--- config.mk ---
export PLATFORM = sky130hd
export DESIGN_NAME = exu_top
export DESIGN_NICKNAME = d
export VERILOG_FILES = /design/src/hdl/exu_pkg.sv /design/src/hdl/exu_decode.sv /design/src/hdl/exu_alu.sv /design/src/hdl/exu_result.sv /design/src/hdl/exu_top.sv
export VERILOG_INCLUDE_DIRS = /design/src /design/src/hdl
export SDC_FILE = /design/constraint.sdc
export NUM_CORES = 2
export LEC_CHECK = 0
export BUFFER_PORTS_ARGS = -buffer_cell sky130_fd_sc_hd__buf_4
export CORE_ASPECT_RATIO = 2
export CORE_UTILIZATION = 40
export CTS_CLUSTER_SIZE = 28
export DETAILED_ROUTE_END_ITERATION = 6
export GPL_TIMING_DRIVEN = 0
export PLACE_DENSITY_LB_ADDON = 0.1
export SETUP_SLACK_MARGIN = 0.5
export SYNTH_ARGS = -nofsm -noshare
export SYNTH_HDL_FRONTEND = slang
export SYNTH_SLANG_ARGS = --single-unit
--- constraint.sdc ---
create_clock -name clk_i -period 7 [get_ports clk_i]
set_clock_uncertainty 0.15 [all_clocks]
set_input_delay 1.4 -clock clk_i [delete_from_list [all_inputs] [get_ports clk_i]]
set_output_delay 1.4 -clock clk_i [all_outputs]
set_load 0.02 [all_outputs]
--- src/hdl/exu_config.svh ---
// RV32I widths only. Just the ALU, lui, auipc and jump opcode classes are listed
`ifndef EXU_CONFIG_SVH
`define EXU_CONFIG_SVH

//////////////////////////////////////////////////
// datapath widths
//////////////////////////////////////////////////

// one data word
`define EXU_XLEN        32
// register index, 32 architectural registers
`define EXU_REG_ADDR_W  5
// one bit per alu operation
`define EXU_ALU_OP_W    13

//////////////////////////////////////////////////
// major opcodes in inst[6:0]
//////////////////////////////////////////////////

// register-register alu
`define EXU_OPC_OP      7'b0110011
// register-immediate alu
`define EXU_OPC_OP_IMM  7'b0010011
`define EXU_OPC_LUI     7'b0110111
`define EXU_OPC_AUIPC   7'b0010111
// both jumps only write the link value
`define EXU_OPC_JAL     7'b1101111
`define EXU_OPC_JALR    7'b1100111

`endif

--- src/hdl/exu_pkg.sv ---
// Types shared by the execute slice. Widths come from the config header
`default_nettype none
`include "exu_config.svh"

package exu_pkg;

    // one data word
    typedef logic [`EXU_XLEN-1:0] xlen_t;

    // architectural register index
    typedef logic [`EXU_REG_ADDR_W-1:0] reg_addr_t;

    // bit positions in the one-hot op vector
    typedef enum logic [3:0] {
        ALU_ADD   = 4'd0,
        ALU_SUB   = 4'd1,
        ALU_SLL   = 4'd2,
        ALU_SLT   = 4'd3,
        ALU_SLTU  = 4'd4,
        ALU_XOR   = 4'd5,
        ALU_SRL   = 4'd6,
        ALU_SRA   = 4'd7,
        ALU_OR    = 4'd8,
        ALU_AND   = 4'd9,
        ALU_LUI   = 4'd10,
        ALU_AUIPC = 4'd11,
        ALU_JUMP  = 4'd12
    } alu_op_e;

    // at most one bit set, all zero for non-alu opcodes
    typedef logic [`EXU_ALU_OP_W-1:0] alu_op_t;

    // decode to alu, 84 bits
    typedef struct packed {
        logic      req;
        alu_op_t   op;
        xlen_t     op1;
        xlen_t     op2;
        reg_addr_t rd;
        logic      we;
    } alu_issue_t;

    // alu output register, also the forwarding source
    typedef struct packed {
        logic      we;
        reg_addr_t rd;
        xlen_t     data;
    } alu_result_t;

endpackage

`default_nettype wire

--- src/hdl/exu_decode.sv ---
// Purely combinational. Non-ALU opcodes issue with no op bit and no write
`timescale 1ns/100ps
`default_nettype none
`include "exu_config.svh"

module exu_decode (
    input  wire logic                 inst_valid_i,
    input  wire exu_pkg::xlen_t       inst_i,
    input  wire exu_pkg::xlen_t       pc_i,
    input  wire exu_pkg::xlen_t       rs1_data_i,
    input  wire exu_pkg::xlen_t       rs2_data_i,
    input  wire exu_pkg::alu_result_t fwd_i,
    output exu_pkg::reg_addr_t        rs1_addr_o,
    output exu_pkg::reg_addr_t        rs2_addr_o,
    output exu_pkg::alu_issue_t       issue_o
);

    // link value added to pc for jal/jalr
    localparam exu_pkg::xlen_t LINK_OFS = exu_pkg::xlen_t'(4);

    logic [6:0]         opcode;
    logic [2:0]         funct3;
    logic               funct7_b30;
    exu_pkg::reg_addr_t rd;
    exu_pkg::reg_addr_t rs1;
    exu_pkg::reg_addr_t rs2;
    exu_pkg::xlen_t     imm_i;
    exu_pkg::xlen_t     imm_u;
    logic               is_op;
    logic               is_op_imm;
    logic               is_lui;
    logic               is_auipc;
    logic               is_jump;
    logic               fwd_rs1;
    logic               fwd_rs2;
    exu_pkg::xlen_t     rs1_val;
    exu_pkg::xlen_t     rs2_val;
    exu_pkg::alu_op_t   alu_op;

    //////////////////////////////////////////////////
    // field extraction
    //////////////////////////////////////////////////
    assign opcode     = inst_i[6:0];
    assign rd         = inst_i[11:7];
    assign funct3     = inst_i[14:12];
    assign rs1        = inst_i[19:15];
    assign rs2        = inst_i[24:20];
    assign funct7_b30 = inst_i[30];

    // sign-extended 12-bit immediate
    assign imm_i = {{(`EXU_XLEN-12){inst_i[31]}}, inst_i[31:20]};
    // upper immediate, low 12 bits zero
    assign imm_u = {inst_i[31:12], 12'b0};

    // opcode classes
    assign is_op     = (opcode == `EXU_OPC_OP);
    assign is_op_imm = (opcode == `EXU_OPC_OP_IMM);
    assign is_lui    = (opcode == `EXU_OPC_LUI);
    assign is_auipc  = (opcode == `EXU_OPC_AUIPC);
    assign is_jump   = (opcode == `EXU_OPC_JAL) || (opcode == `EXU_OPC_JALR);

    //////////////////////////////////////////////////
    // operation mapping
    //////////////////////////////////////////////////
    always_comb begin
        alu_op = '0;
        if (is_op || is_op_imm) begin
            case (funct3)
                3'b000: begin
                    // op-imm has no subtract
                    if (is_op && funct7_b30) begin
                        alu_op[exu_pkg::ALU_SUB] = 1'b1;
                    end else begin
                        alu_op[exu_pkg::ALU_ADD] = 1'b1;
                    end
                end
                3'b001: alu_op[exu_pkg::ALU_SLL]  = 1'b1;
                3'b010: alu_op[exu_pkg::ALU_SLT]  = 1'b1;
                3'b011: alu_op[exu_pkg::ALU_SLTU] = 1'b1;
                3'b100: alu_op[exu_pkg::ALU_XOR]  = 1'b1;
                3'b101: begin
                    // bit 30 picks arithmetic shift for both forms
                    if (funct7_b30) begin
                        alu_op[exu_pkg::ALU_SRA] = 1'b1;
                    end else begin
                        alu_op[exu_pkg::ALU_SRL] = 1'b1;
                    end
                end
                3'b110: alu_op[exu_pkg::ALU_OR]   = 1'b1;
                default: alu_op[exu_pkg::ALU_AND] = 1'b1;
            endcase
        end else if (is_lui) begin
            alu_op[exu_pkg::ALU_LUI] = 1'b1;
        end else if (is_auipc) begin
            alu_op[exu_pkg::ALU_AUIPC] = 1'b1;
        end else if (is_jump) begin
            alu_op[exu_pkg::ALU_JUMP] = 1'b1;
        end
    end

    //////////////////////////////////////////////////
    // operand read with forwarding
    //////////////////////////////////////////////////
    assign rs1_addr_o = rs1;
    assign rs2_addr_o = rs2;

    // held write beats the register file, x0 never forwarded
    assign fwd_rs1 = fwd_i.we && (fwd_i.rd == rs1) && (rs1 != '0);
    assign fwd_rs2 = fwd_i.we && (fwd_i.rd == rs2) && (rs2 != '0);

    assign rs1_val = fwd_rs1 ? fwd_i.data : rs1_data_i;
    assign rs2_val = fwd_rs2 ? fwd_i.data : rs2_data_i;

    //////////////////////////////////////////////////
    // issue struct
    //////////////////////////////////////////////////
    assign issue_o.req = inst_valid_i;
    assign issue_o.op  = alu_op;
    assign issue_o.rd  = rd;

    // pc based ops take pc as first operand
    assign issue_o.op1 = (is_auipc || is_jump) ? pc_i : rs1_val;

    // second operand by format
    assign issue_o.op2 = is_op               ? rs2_val  :
                         is_jump             ? LINK_OFS :
                         (is_lui || is_auipc) ? imm_u   :
                                                imm_i;

    // writes only for alu classes, never to x0
    assign issue_o.we = (is_op || is_op_imm || is_lui || is_auipc || is_jump) && (rd != '0);

endmodule

`default_nettype wire

--- src/hdl/exu_alu.sv ---
// One-cycle ALU. The output register holds under back-pressure and an interrupt kills the write
`timescale 1ns/100ps
`default_nettype none
`include "exu_config.svh"

module exu_alu (
    input  wire logic                clk_i,
    input  wire logic                rst_n_i,
    input  wire exu_pkg::alu_issue_t issue_i,
    input  wire logic                int_assert_i,
    input  wire logic                wb_ready_i,
    output exu_pkg::alu_result_t     result_o,
    output logic                     alu_stall_o
);

    localparam int SHAMT_W = $clog2(`EXU_XLEN);

    // mirror a word, used around the left shifter
    function automatic exu_pkg::xlen_t bit_rev(input exu_pkg::xlen_t val);
        exu_pkg::xlen_t rev;
        for (int i = 0; i < `EXU_XLEN; i++) begin
            rev[i] = val[`EXU_XLEN-1-i];
        end
        return rev;
    endfunction

    exu_pkg::xlen_t       op1;
    exu_pkg::xlen_t       op2;
    exu_pkg::xlen_t       shift_in;
    logic [SHAMT_W-1:0]   shamt;
    exu_pkg::xlen_t       shift_res;
    exu_pkg::xlen_t       shift_mask;
    exu_pkg::xlen_t       srl_res;
    exu_pkg::xlen_t       sra_res;
    exu_pkg::xlen_t       adder_in1;
    exu_pkg::xlen_t       adder_in2;
    logic                 adder_cin;
    logic [`EXU_XLEN:0]   adder_res;
    logic                 is_lt_signed;
    logic                 is_lt_unsigned;
    exu_pkg::xlen_t       alu_res;
    logic                 load_we;
    logic                 update;
    exu_pkg::alu_result_t result_d;
    exu_pkg::alu_result_t result_q;

    assign op1 = issue_i.op1;
    assign op2 = issue_i.op2;

    // one-hot decode of the op vector
    wire op_add   = issue_i.op[exu_pkg::ALU_ADD];
    wire op_sub   = issue_i.op[exu_pkg::ALU_SUB];
    wire op_sll   = issue_i.op[exu_pkg::ALU_SLL];
    wire op_slt   = issue_i.op[exu_pkg::ALU_SLT];
    wire op_sltu  = issue_i.op[exu_pkg::ALU_SLTU];
    wire op_xor   = issue_i.op[exu_pkg::ALU_XOR];
    wire op_srl   = issue_i.op[exu_pkg::ALU_SRL];
    wire op_sra   = issue_i.op[exu_pkg::ALU_SRA];
    wire op_or    = issue_i.op[exu_pkg::ALU_OR];
    wire op_and   = issue_i.op[exu_pkg::ALU_AND];
    wire op_lui   = issue_i.op[exu_pkg::ALU_LUI];
    wire op_auipc = issue_i.op[exu_pkg::ALU_AUIPC];
    wire op_jump  = issue_i.op[exu_pkg::ALU_JUMP];

    // groups sharing a datapath
    wire op_right   = op_srl | op_sra;
    wire op_shift   = op_sll | op_right;
    wire op_compare = op_slt | op_sltu;
    wire adder_op   = op_add | op_sub | op_compare | op_auipc | op_jump;
    wire adder_inv  = op_sub | op_compare;

    //////////////////////////////////////////////////
    // shifter
    //////////////////////////////////////////////////
    // right shifts go through the left shifter mirrored
    assign shift_in  = {`EXU_XLEN{op_shift}} & (op_right ? bit_rev(op1) : op1);
    assign shamt     = {SHAMT_W{op_shift}} & op2[SHAMT_W-1:0];
    assign shift_res = shift_in << shamt;
    assign srl_res   = bit_rev(shift_res);

    // vacated upper bits get the sign for sra
    assign shift_mask = ~({`EXU_XLEN{1'b1}} >> shamt);
    assign sra_res    = (srl_res & ~shift_mask) | ({`EXU_XLEN{op1[`EXU_XLEN-1]}} & shift_mask);

    //////////////////////////////////////////////////
    // adder
    //////////////////////////////////////////////////
    // sub and compares do op1 + ~op2 + 1
    assign adder_in1 = {`EXU_XLEN{adder_op}} & op1;
    assign adder_in2 = {`EXU_XLEN{adder_op}} & (adder_inv ? ~op2 : op2);
    assign adder_cin = adder_op & adder_inv;
    assign adder_res = {1'b0, adder_in1} + {1'b0, adder_in2} + {{`EXU_XLEN{1'b0}}, adder_cin};

    // signs differ means the negative one is smaller
    assign is_lt_signed = (op1[`EXU_XLEN-1] != op2[`EXU_XLEN-1]) ? op1[`EXU_XLEN-1]
                                                                  : adder_res[`EXU_XLEN-1];
    // no carry out means a borrow
    assign is_lt_unsigned = ~adder_res[`EXU_XLEN];

    //////////////////////////////////////////////////
    // result select, and-or
    //////////////////////////////////////////////////
    assign alu_res =
        ({`EXU_XLEN{op_add | op_sub | op_auipc | op_jump}} & adder_res[`EXU_XLEN-1:0]) |
        ({`EXU_XLEN{op_sll}}  & shift_res) |
        ({`EXU_XLEN{op_srl}}  & srl_res) |
        ({`EXU_XLEN{op_sra}}  & sra_res) |
        ({`EXU_XLEN{op_slt}}  & exu_pkg::xlen_t'(is_lt_signed)) |
        ({`EXU_XLEN{op_sltu}} & exu_pkg::xlen_t'(is_lt_unsigned)) |
        ({`EXU_XLEN{op_xor}}  & (op1 ^ op2)) |
        ({`EXU_XLEN{op_or}}   & (op1 | op2)) |
        ({`EXU_XLEN{op_and}}  & (op1 & op2)) |
        ({`EXU_XLEN{op_lui}}  & op2);

    //////////////////////////////////////////////////
    // output register
    //////////////////////////////////////////////////
    // interrupt level kills the accepted write
    assign load_we = issue_i.req & issue_i.we & ~int_assert_i;

    // empty entries carry rd and data zero
    assign result_d.we   = load_we;
    assign result_d.rd   = load_we ? issue_i.rd : '0;
    assign result_d.data = load_we ? alu_res : '0;

    // free when retired this edge or holding nothing
    assign update = wb_ready_i | ~result_q.we;

    always_ff @(posedge clk_i) begin
        if (!rst_n_i) begin
            result_q <= '0;
        end else if (update) begin
            result_q <= result_d;
        end
    end

    // held write not taken by retire
    assign alu_stall_o = result_q.we & ~wb_ready_i;
    assign result_o    = result_q;

endmodule

`default_nettype wire

--- src/hdl/exu_result.sv ---
// Register file with x0 wired to zero. Writes only on a retire handshake
`timescale 1ns/100ps
`default_nettype none
`include "exu_config.svh"

module exu_result (
    input  wire logic                 clk_i,
    input  wire logic                 rst_n_i,
    input  wire exu_pkg::alu_result_t result_i,
    input  wire logic                 ret_ready_i,
    input  wire exu_pkg::reg_addr_t   rs1_addr_i,
    input  wire exu_pkg::reg_addr_t   rs2_addr_i,
    output exu_pkg::xlen_t            rs1_data_o,
    output exu_pkg::xlen_t            rs2_data_o,
    output logic                      ret_valid_o,
    output exu_pkg::reg_addr_t        ret_rd_o,
    output exu_pkg::xlen_t            ret_data_o
);

    localparam int NUM_REGS = 1 << `EXU_REG_ADDR_W;

    // x1..x31 only
    exu_pkg::xlen_t regs [1:NUM_REGS-1];
    logic           commit;

    //////////////////////////////////////////////////
    // retire port
    //////////////////////////////////////////////////
    // straight from the alu output register
    assign ret_valid_o = result_i.we;
    assign ret_rd_o    = result_i.rd;
    assign ret_data_o  = result_i.data;

    // handshake on this edge
    assign commit = ret_valid_o & ret_ready_i;

    //////////////////////////////////////////////////
    // register file
    //////////////////////////////////////////////////
    always_ff @(posedge clk_i) begin
        if (!rst_n_i) begin
            for (int i = 1; i < NUM_REGS; i++) begin
                regs[i] <= '0;
            end
        end else if (commit && (result_i.rd != '0)) begin
            regs[result_i.rd] <= result_i.data;
        end
    end

    // combinational reads, x0 is zero
    assign rs1_data_o = (rs1_addr_i == '0) ? '0 : regs[rs1_addr_i];
    assign rs2_data_o = (rs2_addr_i == '0) ? '0 : regs[rs2_addr_i];

endmodule

`default_nettype wire

--- src/hdl/exu_top.sv ---
// Execute slice top. Instructions other than ALU ops, lui, auipc and jumps retire nothing
`timescale 1ns/100ps
`default_nettype none

module exu_top (
    input  wire logic           clk_i,
    input  wire logic           rst_n_i,
    // instruction in
    input  wire logic           inst_valid_i,
    input  wire exu_pkg::xlen_t inst_i,
    input  wire exu_pkg::xlen_t pc_i,
    output logic                inst_ready_o,
    // interrupt level
    input  wire logic           int_assert_i,
    // retire port
    output logic                ret_valid_o,
    output exu_pkg::reg_addr_t  ret_rd_o,
    output exu_pkg::xlen_t      ret_data_o,
    input  wire logic           ret_ready_i
);

    exu_pkg::alu_issue_t  issue;
    exu_pkg::alu_result_t alu_result;
    exu_pkg::reg_addr_t   rs1_addr;
    exu_pkg::reg_addr_t   rs2_addr;
    exu_pkg::xlen_t       rs1_data;
    exu_pkg::xlen_t       rs2_data;
    logic                 alu_stall;

    // no acceptance while the output register is held
    assign inst_ready_o = ~alu_stall;

    //////////////////////////////////////////////////
    // decode, execute, result
    //////////////////////////////////////////////////
    exu_decode u_decode (
        .inst_valid_i (inst_valid_i),
        .inst_i       (inst_i),
        .pc_i         (pc_i),
        .rs1_data_i   (rs1_data),
        .rs2_data_i   (rs2_data),
        .fwd_i        (alu_result),
        .rs1_addr_o   (rs1_addr),
        .rs2_addr_o   (rs2_addr),
        .issue_o      (issue)
    );

    exu_alu u_alu (
        .clk_i        (clk_i),
        .rst_n_i      (rst_n_i),
        .issue_i      (issue),
        .int_assert_i (int_assert_i),
        .wb_ready_i   (ret_ready_i),
        .result_o     (alu_result),
        .alu_stall_o  (alu_stall)
    );

    // retire back-pressure also gates the commit
    exu_result u_result (
        .clk_i        (clk_i),
        .rst_n_i      (rst_n_i),
        .result_i     (alu_result),
        .ret_ready_i  (ret_ready_i),
        .rs1_addr_i   (rs1_addr),
        .rs2_addr_i   (rs2_addr),
        .rs1_data_o   (rs1_data),
        .rs2_data_o   (rs2_data),
        .ret_valid_o  (ret_valid_o),
        .ret_rd_o     (ret_rd_o),
        .ret_data_o   (ret_data_o)
    );

endmodule

`default_nettype wire

==> results of run 1 <==
repair_timing:
action / 4_1_cts
pin swaps: 55
resized for setup: 526
endpoints found under the setup margin: 32
gates cloned: 1
setup buffers: 100
synthesized netlist by cell type, types with 17 or more instances:
| cell | number | area share [%] |
|---|---|---|
| edfxtp_1 | 1024 | 47 |
| and2_1 | 985 | 9.4 |
| mux4_2 | 511 | 18 |
| clkbuf_1 | 320 | 1.8 |
| nor2_1 | 255 | 1.5 |
| nand2_1 | 221 | 1.3 |
| a21oi_1 | 180 | 1.4 |
| o21ai_0 | 173 | 1.3 |
| mux2i_1 | 159 | 2.4 |
| buf_2 | 103 | 0.78 |
| nor3_1 | 102 | 0.78 |
| ha_1 | 95 | 1.8 |
| a22oi_1 | 86 | 0.98 |
| o22ai_1 | 84 | 0.80 |
| inv_1 | 82 | 0.47 |
| nand3_1 | 63 | 0.48 |
| xnor2_1 | 56 | 0.75 |
| a211oi_1 | 48 | 0.55 |
| o211ai_1 | 41 | 0.47 |
| dfxtp_1 | 38 | 1.2 |
| a21o_1 | 33 | 0.38 |
| a31oi_1 | 29 | 0.28 |
| buf_6 | 28 | 0.48 |
| buf_4 | 26 | 0.30 |
| o221ai_1 | 26 | 0.35 |
| buf_1 | 23 | 0.13 |
| nand2b_1 | 19 | 0.18 |
| o21ai_1 | 19 | 0.14 |
| a22o_1 | 18 | 0.24 |
| mux2_2 | 18 | 0.31 |
| o21a_1 | 18 | 0.21 |
| o22a_1 | 18 | 0.24 |
| nand4_1 | 17 | 0.16 |
kinds of logic after synthesis:
group                    after synthesis  share of synthesized area (%)
AO/OA/AOI/OAI                        910                           9.38
adder cells (fa/ha/maj)               97                           1.87
multiplexers                         703                           20.8
buffers and inverters                602                           4.36
flip-flops                          1062                           47.9
AND/OR/NAND/NOR                     1762                           14.9
other                                  1                        0.00570
XOR/XNOR                              63                          0.839
metal layers:
layer | overflow | global-route usage, %
met4 | 268 | 67.2
met5 | 0 | 19.3
met1 | 0 | 64.2
met2 | 311 | 86.8
met3 | 3 | 45.9
metrics by stage:
stage | instances | hold slack (ps)
CTS | 7819 | 388
detailed placement | 7525 | 374
floorplan | 5231 | 411
global placement | 7451 | 381
==> metrics.csv, run 1 <==
stage,metric,value,unit
floorplanning,die_h,575,um
status,stop_error,[ERROR GRT-0116] Global routing finished with congestion. Check the congestion regions in the DRC Viewer.,
global_routing,grt_usage,65.9,%
status,lastStage,global routing,
synth,syn_area_per_cell,12.6,um^2
synth,ys_ff_latch,1062,
synth,synth_flop_cell,edfxtp_1,
status,status,aborted with a tool error,
placed_design,dp.final_hpwl,340000,um
placed_design,placed_area,71300,um^2
global_routing,grt_overflow,582,
synth,synth_cells,5200,
synth,yosys_warnings,0,
synth,synth_edf_count,1024,
clock_tree,cts_hold_buf,0,
floorplanning,die_x,289,um
synth,synth_area,65800,um^2
synth,synth.lib_cells_used.distinct,114,
floorplanning,io_pins,108,
clock_tree,cts_buffers,104,
clock_tree,cts.path.max_buffers,3,
global_routing,grt_pass1_wl,740000,um
synth,yosysSeqAreaShare,47.9,%
floorplanning,initial_core_util,40.2,%
clock_tree,root_buffer,clkbuf_16,
floorplanning,rows,210,
global_routing,grt_max_degree,19,
placed_design,dp_slack,-3630,ps
clock_tree,cts_htree_levels,3,
synth,async_reset_ff_share,0,%
placed_design,place_congestion,1.13,
global_routing,grt_pass1_vias,66400,
placed_design,portBuffers,100,
clock_tree,cts_sinks,1062,
==> run 2: changes to the inputs <==
--- a/config.mk
+++ b/config.mk
@@ -7,13 +7,10 @@
 export NUM_CORES = 2
 export LEC_CHECK = 0
 export BUFFER_PORTS_ARGS = -buffer_cell sky130_fd_sc_hd__buf_4
-export CORE_ASPECT_RATIO = 2
-export CORE_UTILIZATION = 40
-export CTS_CLUSTER_SIZE = 28
+export CORE_UTILIZATION = 25
 export DETAILED_ROUTE_END_ITERATION = 6
 export GPL_TIMING_DRIVEN = 0
-export PLACE_DENSITY_LB_ADDON = 0.1
-export SETUP_SLACK_MARGIN = 0.5
+export PLACE_DENSITY_LB_ADDON = 0.15
 export SYNTH_ARGS = -nofsm -noshare
 export SYNTH_HDL_FRONTEND = slang
 export SYNTH_SLANG_ARGS = --single-unit
==> constraint.sdc (replaced) <==
create_clock -name clk_i -period 9.1 [get_ports clk_i]
set_clock_uncertainty 0.15 [all_clocks]
set_input_delay 1.82 -clock clk_i [delete_from_list [all_inputs] [get_ports clk_i]]
set_output_delay 1.82 -clock clk_i [all_outputs]
set_load 0.02 [all_outputs]
==> run 2 against run 1 <==
The flow now finishes, with violations (DRC, capacitance limit, slew limit, setup timing). Synthesized area unchanged. Synthesized cell count unchanged.
==> metrics.csv, run 2 <==
stage,metric,value,unit,change
hold_path,min_path_type,register to register,,
synth,synth.lib_cells_used.distinct,114,,unchanged
synth,synth_flop_cell,edfxtp_1,,
setup_path,cpPeakStageDelay,950,ps,
clock_tree,cts_tree,built,,
setup_path,cp_max_fo,10,,
timing,final-hold-violation-count,0,,
power,power,0.0130,W,
setup_path,crit_buf_inv,6,,
synth,synth_area_leaders,"edfxtp_1, mux4_2, and2_1, mux2i_1, clkbuf_1",,
setup_path,start_kind,primary input,,
clock_tree,clk_latency,850,ps,
setup_path,worst-endpoint-arrival,9690,ps,
timing,tightest_slew,1560,ps,
floorplanning,rows,187,,-11%
cells_and_area,max_flop_register,u_result.regs,,
detailed_routing,ant_nets,0,,
detailed_routing,avgRoutedWirePerCell,44.1,um,
cells_and_area,drive_above_1_share,21.0,%,
cells_and_area,nets,5702,,
power,vdd_drop_max,0.000127,V,
floorplanning,die_x,515,um,+78%
timing,setup_tns,-174,ps,
placed_design,place_congestion,0.986,,-13%
setup_path,cp.required,9620,ps,
synth,synth_area,65800,um^2,unchanged
job,maxCapViolCount,6,,
synth,yosysSeqAreaShare,47.9,%,unchanged
synth,ys_ff_latch,1062,,unchanged
cells_and_area,largest_register_ffs,1024,,
clock_tree,cts_buffers,139,,+34%
clock_tree,cts_htree_levels,4,,+1
synth,synth_top_area_share,46.8,%,unchanged
timing,relSlewSlack,-4.36,%,
status,failed_checks,"DRC, capacitance limit, slew limit, setup timing",,
status,status,finished with violations,,
placed_design,portBuffers,100,,unchanged
power,p_leak,27.2,nW,
floorplanning,core_area,261000,um^2,
timing,period_needed,9170,ps,
synth,async_reset_ff_share,0,%,unchanged
synth,synth_edf_count,1024,,unchanged
floorplanning,initial_core_util,25.2,%,-15 points
cells_and_area,final_common_cell,edfxtp_1,,
synth,netlist_top_cells_count,"edfxtp_1, and2_1, mux4_2",,
synth,netlist.top_cell.by_area,edfxtp_1,,
synth,yosys_warnings,0,,unchanged
placed_design,dp.final_hpwl,300000,um,-12%
synth,syn_area_per_cell,12.6,um^2,unchanged
cells_and_area,syn2layout_area_growth,17.7,%,
power,power.internal,0.00913,W,
setup_path,worstSetupEndpointType,register,,
timing,rsz0062_at_grt,no,,
detailed_routing,wl,404000,um,
cells_and_area,most-common-layout-cells,"edfxtp_1, and2_1, mux4_2",,
setup_path,slowest_stage,a31oi_1,,
detailed_routing,first_pass_iters,7,,
power,combPwrFrac,14.8,%,
detailed_routing,dr.first_iter.drc_count,8452,,
global_routing,grt_max_degree,20,,
clock_tree,cts_sinks,1062,,unchanged
timing,period_share,101,%,
setup_path,path_class,primary input to register,,
detailed_routing,num_vias,53700,,
clock_tree,root_buffer,clkbuf_16,,
floorplanning,die_h,515,um,-11%
power,p_switching,0.00385,W,
synth,synth_cells,5200,,unchanged
detailed_routing,detail_route.vias_per_cell,5.86,,
clock_tree,cts.reportedPaths.clkPinSlew,50,ps,
synth,yosysMostFrequentCell,edfxtp_1,,
floorplanning,io_pins,108,,unchanged
global_routing,grt_usage,29.9,%,
timing,setup_violations,3,,
clock_tree,post_cts_buffers,0,,-100%
global_routing,grt_overflow,0,,
power,p_clk_share,42.2,%,
power,switching_share,29.7,%,
setup_path,cpLargestDelayFamily,compound AO/OA/AOI/OAI gates,,
floorplanning,die-area,265000,um^2,
power,pwr-share-seq,43.1,%,
setup_path,cpMostUsedCell,nand2_1,,
clock_tree,cts.path.max_buffers,3,,unchanged
timing,fmax,109,MHz,
timing,slew_viol_final,47,,
global_routing,grt_pass1_vias,50600,,
timing,final.setup.worst_slack,-72.8,ps,
power,power_density,168,nW/um^2,
global_routing,grt_pass1_wl,518000,um,
detailed_routing,drc,4,,
global_routing,antenna_found_initial,71,,
==> run 2: cell counts after synthesis <==
Identical to the previous run, type by type.
==> run 2: cell families after synthesis <==
kind of cell / share of synthesized area, %
xor+xnor: 0.839
flops: 47.9
simple gates: 14.9
buf+inv: 4.36
fa+ha+maj: 1.87
compound gates: 9.38
mux: 20.8
other cells: 0.00570
==> run 2: stage by stage <==
stage	util, %	hold slack, ps	setup WS (ps)	cell area [um^2]	instances
2_1_floorplan	-	411	1760	65900	5231
3_3_place_gp	27.2	300	-3360	71000	8827
3_5_place_dp	27.9	312	-2740	72800	8892
4_1_cts	29.7	322	0.881	77300	9134
5_1_grt	29.7	326	5.77	77300	9137
6_report	29.7	328	-72.8	77400	9161
==> run 2: timing repair <==
action                                  in CTS  in global routing
cloned                                       0                  0
resized for setup                           55                 17
endpoints found under the hold margin        0                  0
hold buffers                                 0                  0
endpoints found under the setup margin      27                  6
==> run 2: area by class of cell <==
| cell class | count | area (um^2) |
|---|---|---|
| Antenna cell | 26 | 65.1 |
| Tap cell | 3496 | 4370 |
| Buffer | 512 | 2700 |
| Clock buffer | 181 | 3650 |
| Timing Repair Buffer | 166 | 2230 |
| Sequential cell | 1062 | 31500 |
| Fill cell | 26600 | 183000 |
| Multi-Input combinational cell | 3567 | 31900 |
| Clock inverter | 63 | 681 |
| Inverter | 88 | 330 |
==> run 2: power by group through the flow <==
stage | combinational (W) | clock, W | sequential [W]
floorplan | 0.000873 | 0 | 0.00567
global placement | 0.00176 | 0 | 0.00574
detailed placement | 0.00185 | 0 | 0.00569
CTS | 0.00185 | 0.00550 | 0.00559
global route | 0.00192 | 0.00566 | 0.00561
finish | 0.00192 | 0.00547 | 0.00559
==> run 2: final timing paths <==
kind | startpoint | end | slack, ps | depth (start not counted)
worst max-delay path | inst_i[16] | u_alu.result_o[27] | -70 | 25
worst min-delay path | u_alu.result_o[0] | u_result.regs[0][0] | 330 | 0
worst max register to register | u_alu.result_o[32] | u_alu.result_o[27] | 820 | 24
worst min register to register | u_alu.result_o[0] | u_result.regs[0][0] | 330 | 0
==> run 2: per-layer routing <==
metal	global-route usage, %	up-vias	part of all wire [%]
li1	-	20600	-
met1	38.1	28500	39
met2	44.7	3727	43
met3	8.79	859	11
met4	17.5	14	6.6
met5	0	-	0.021
Note: power is estimated with default switching activity, not from simulation.
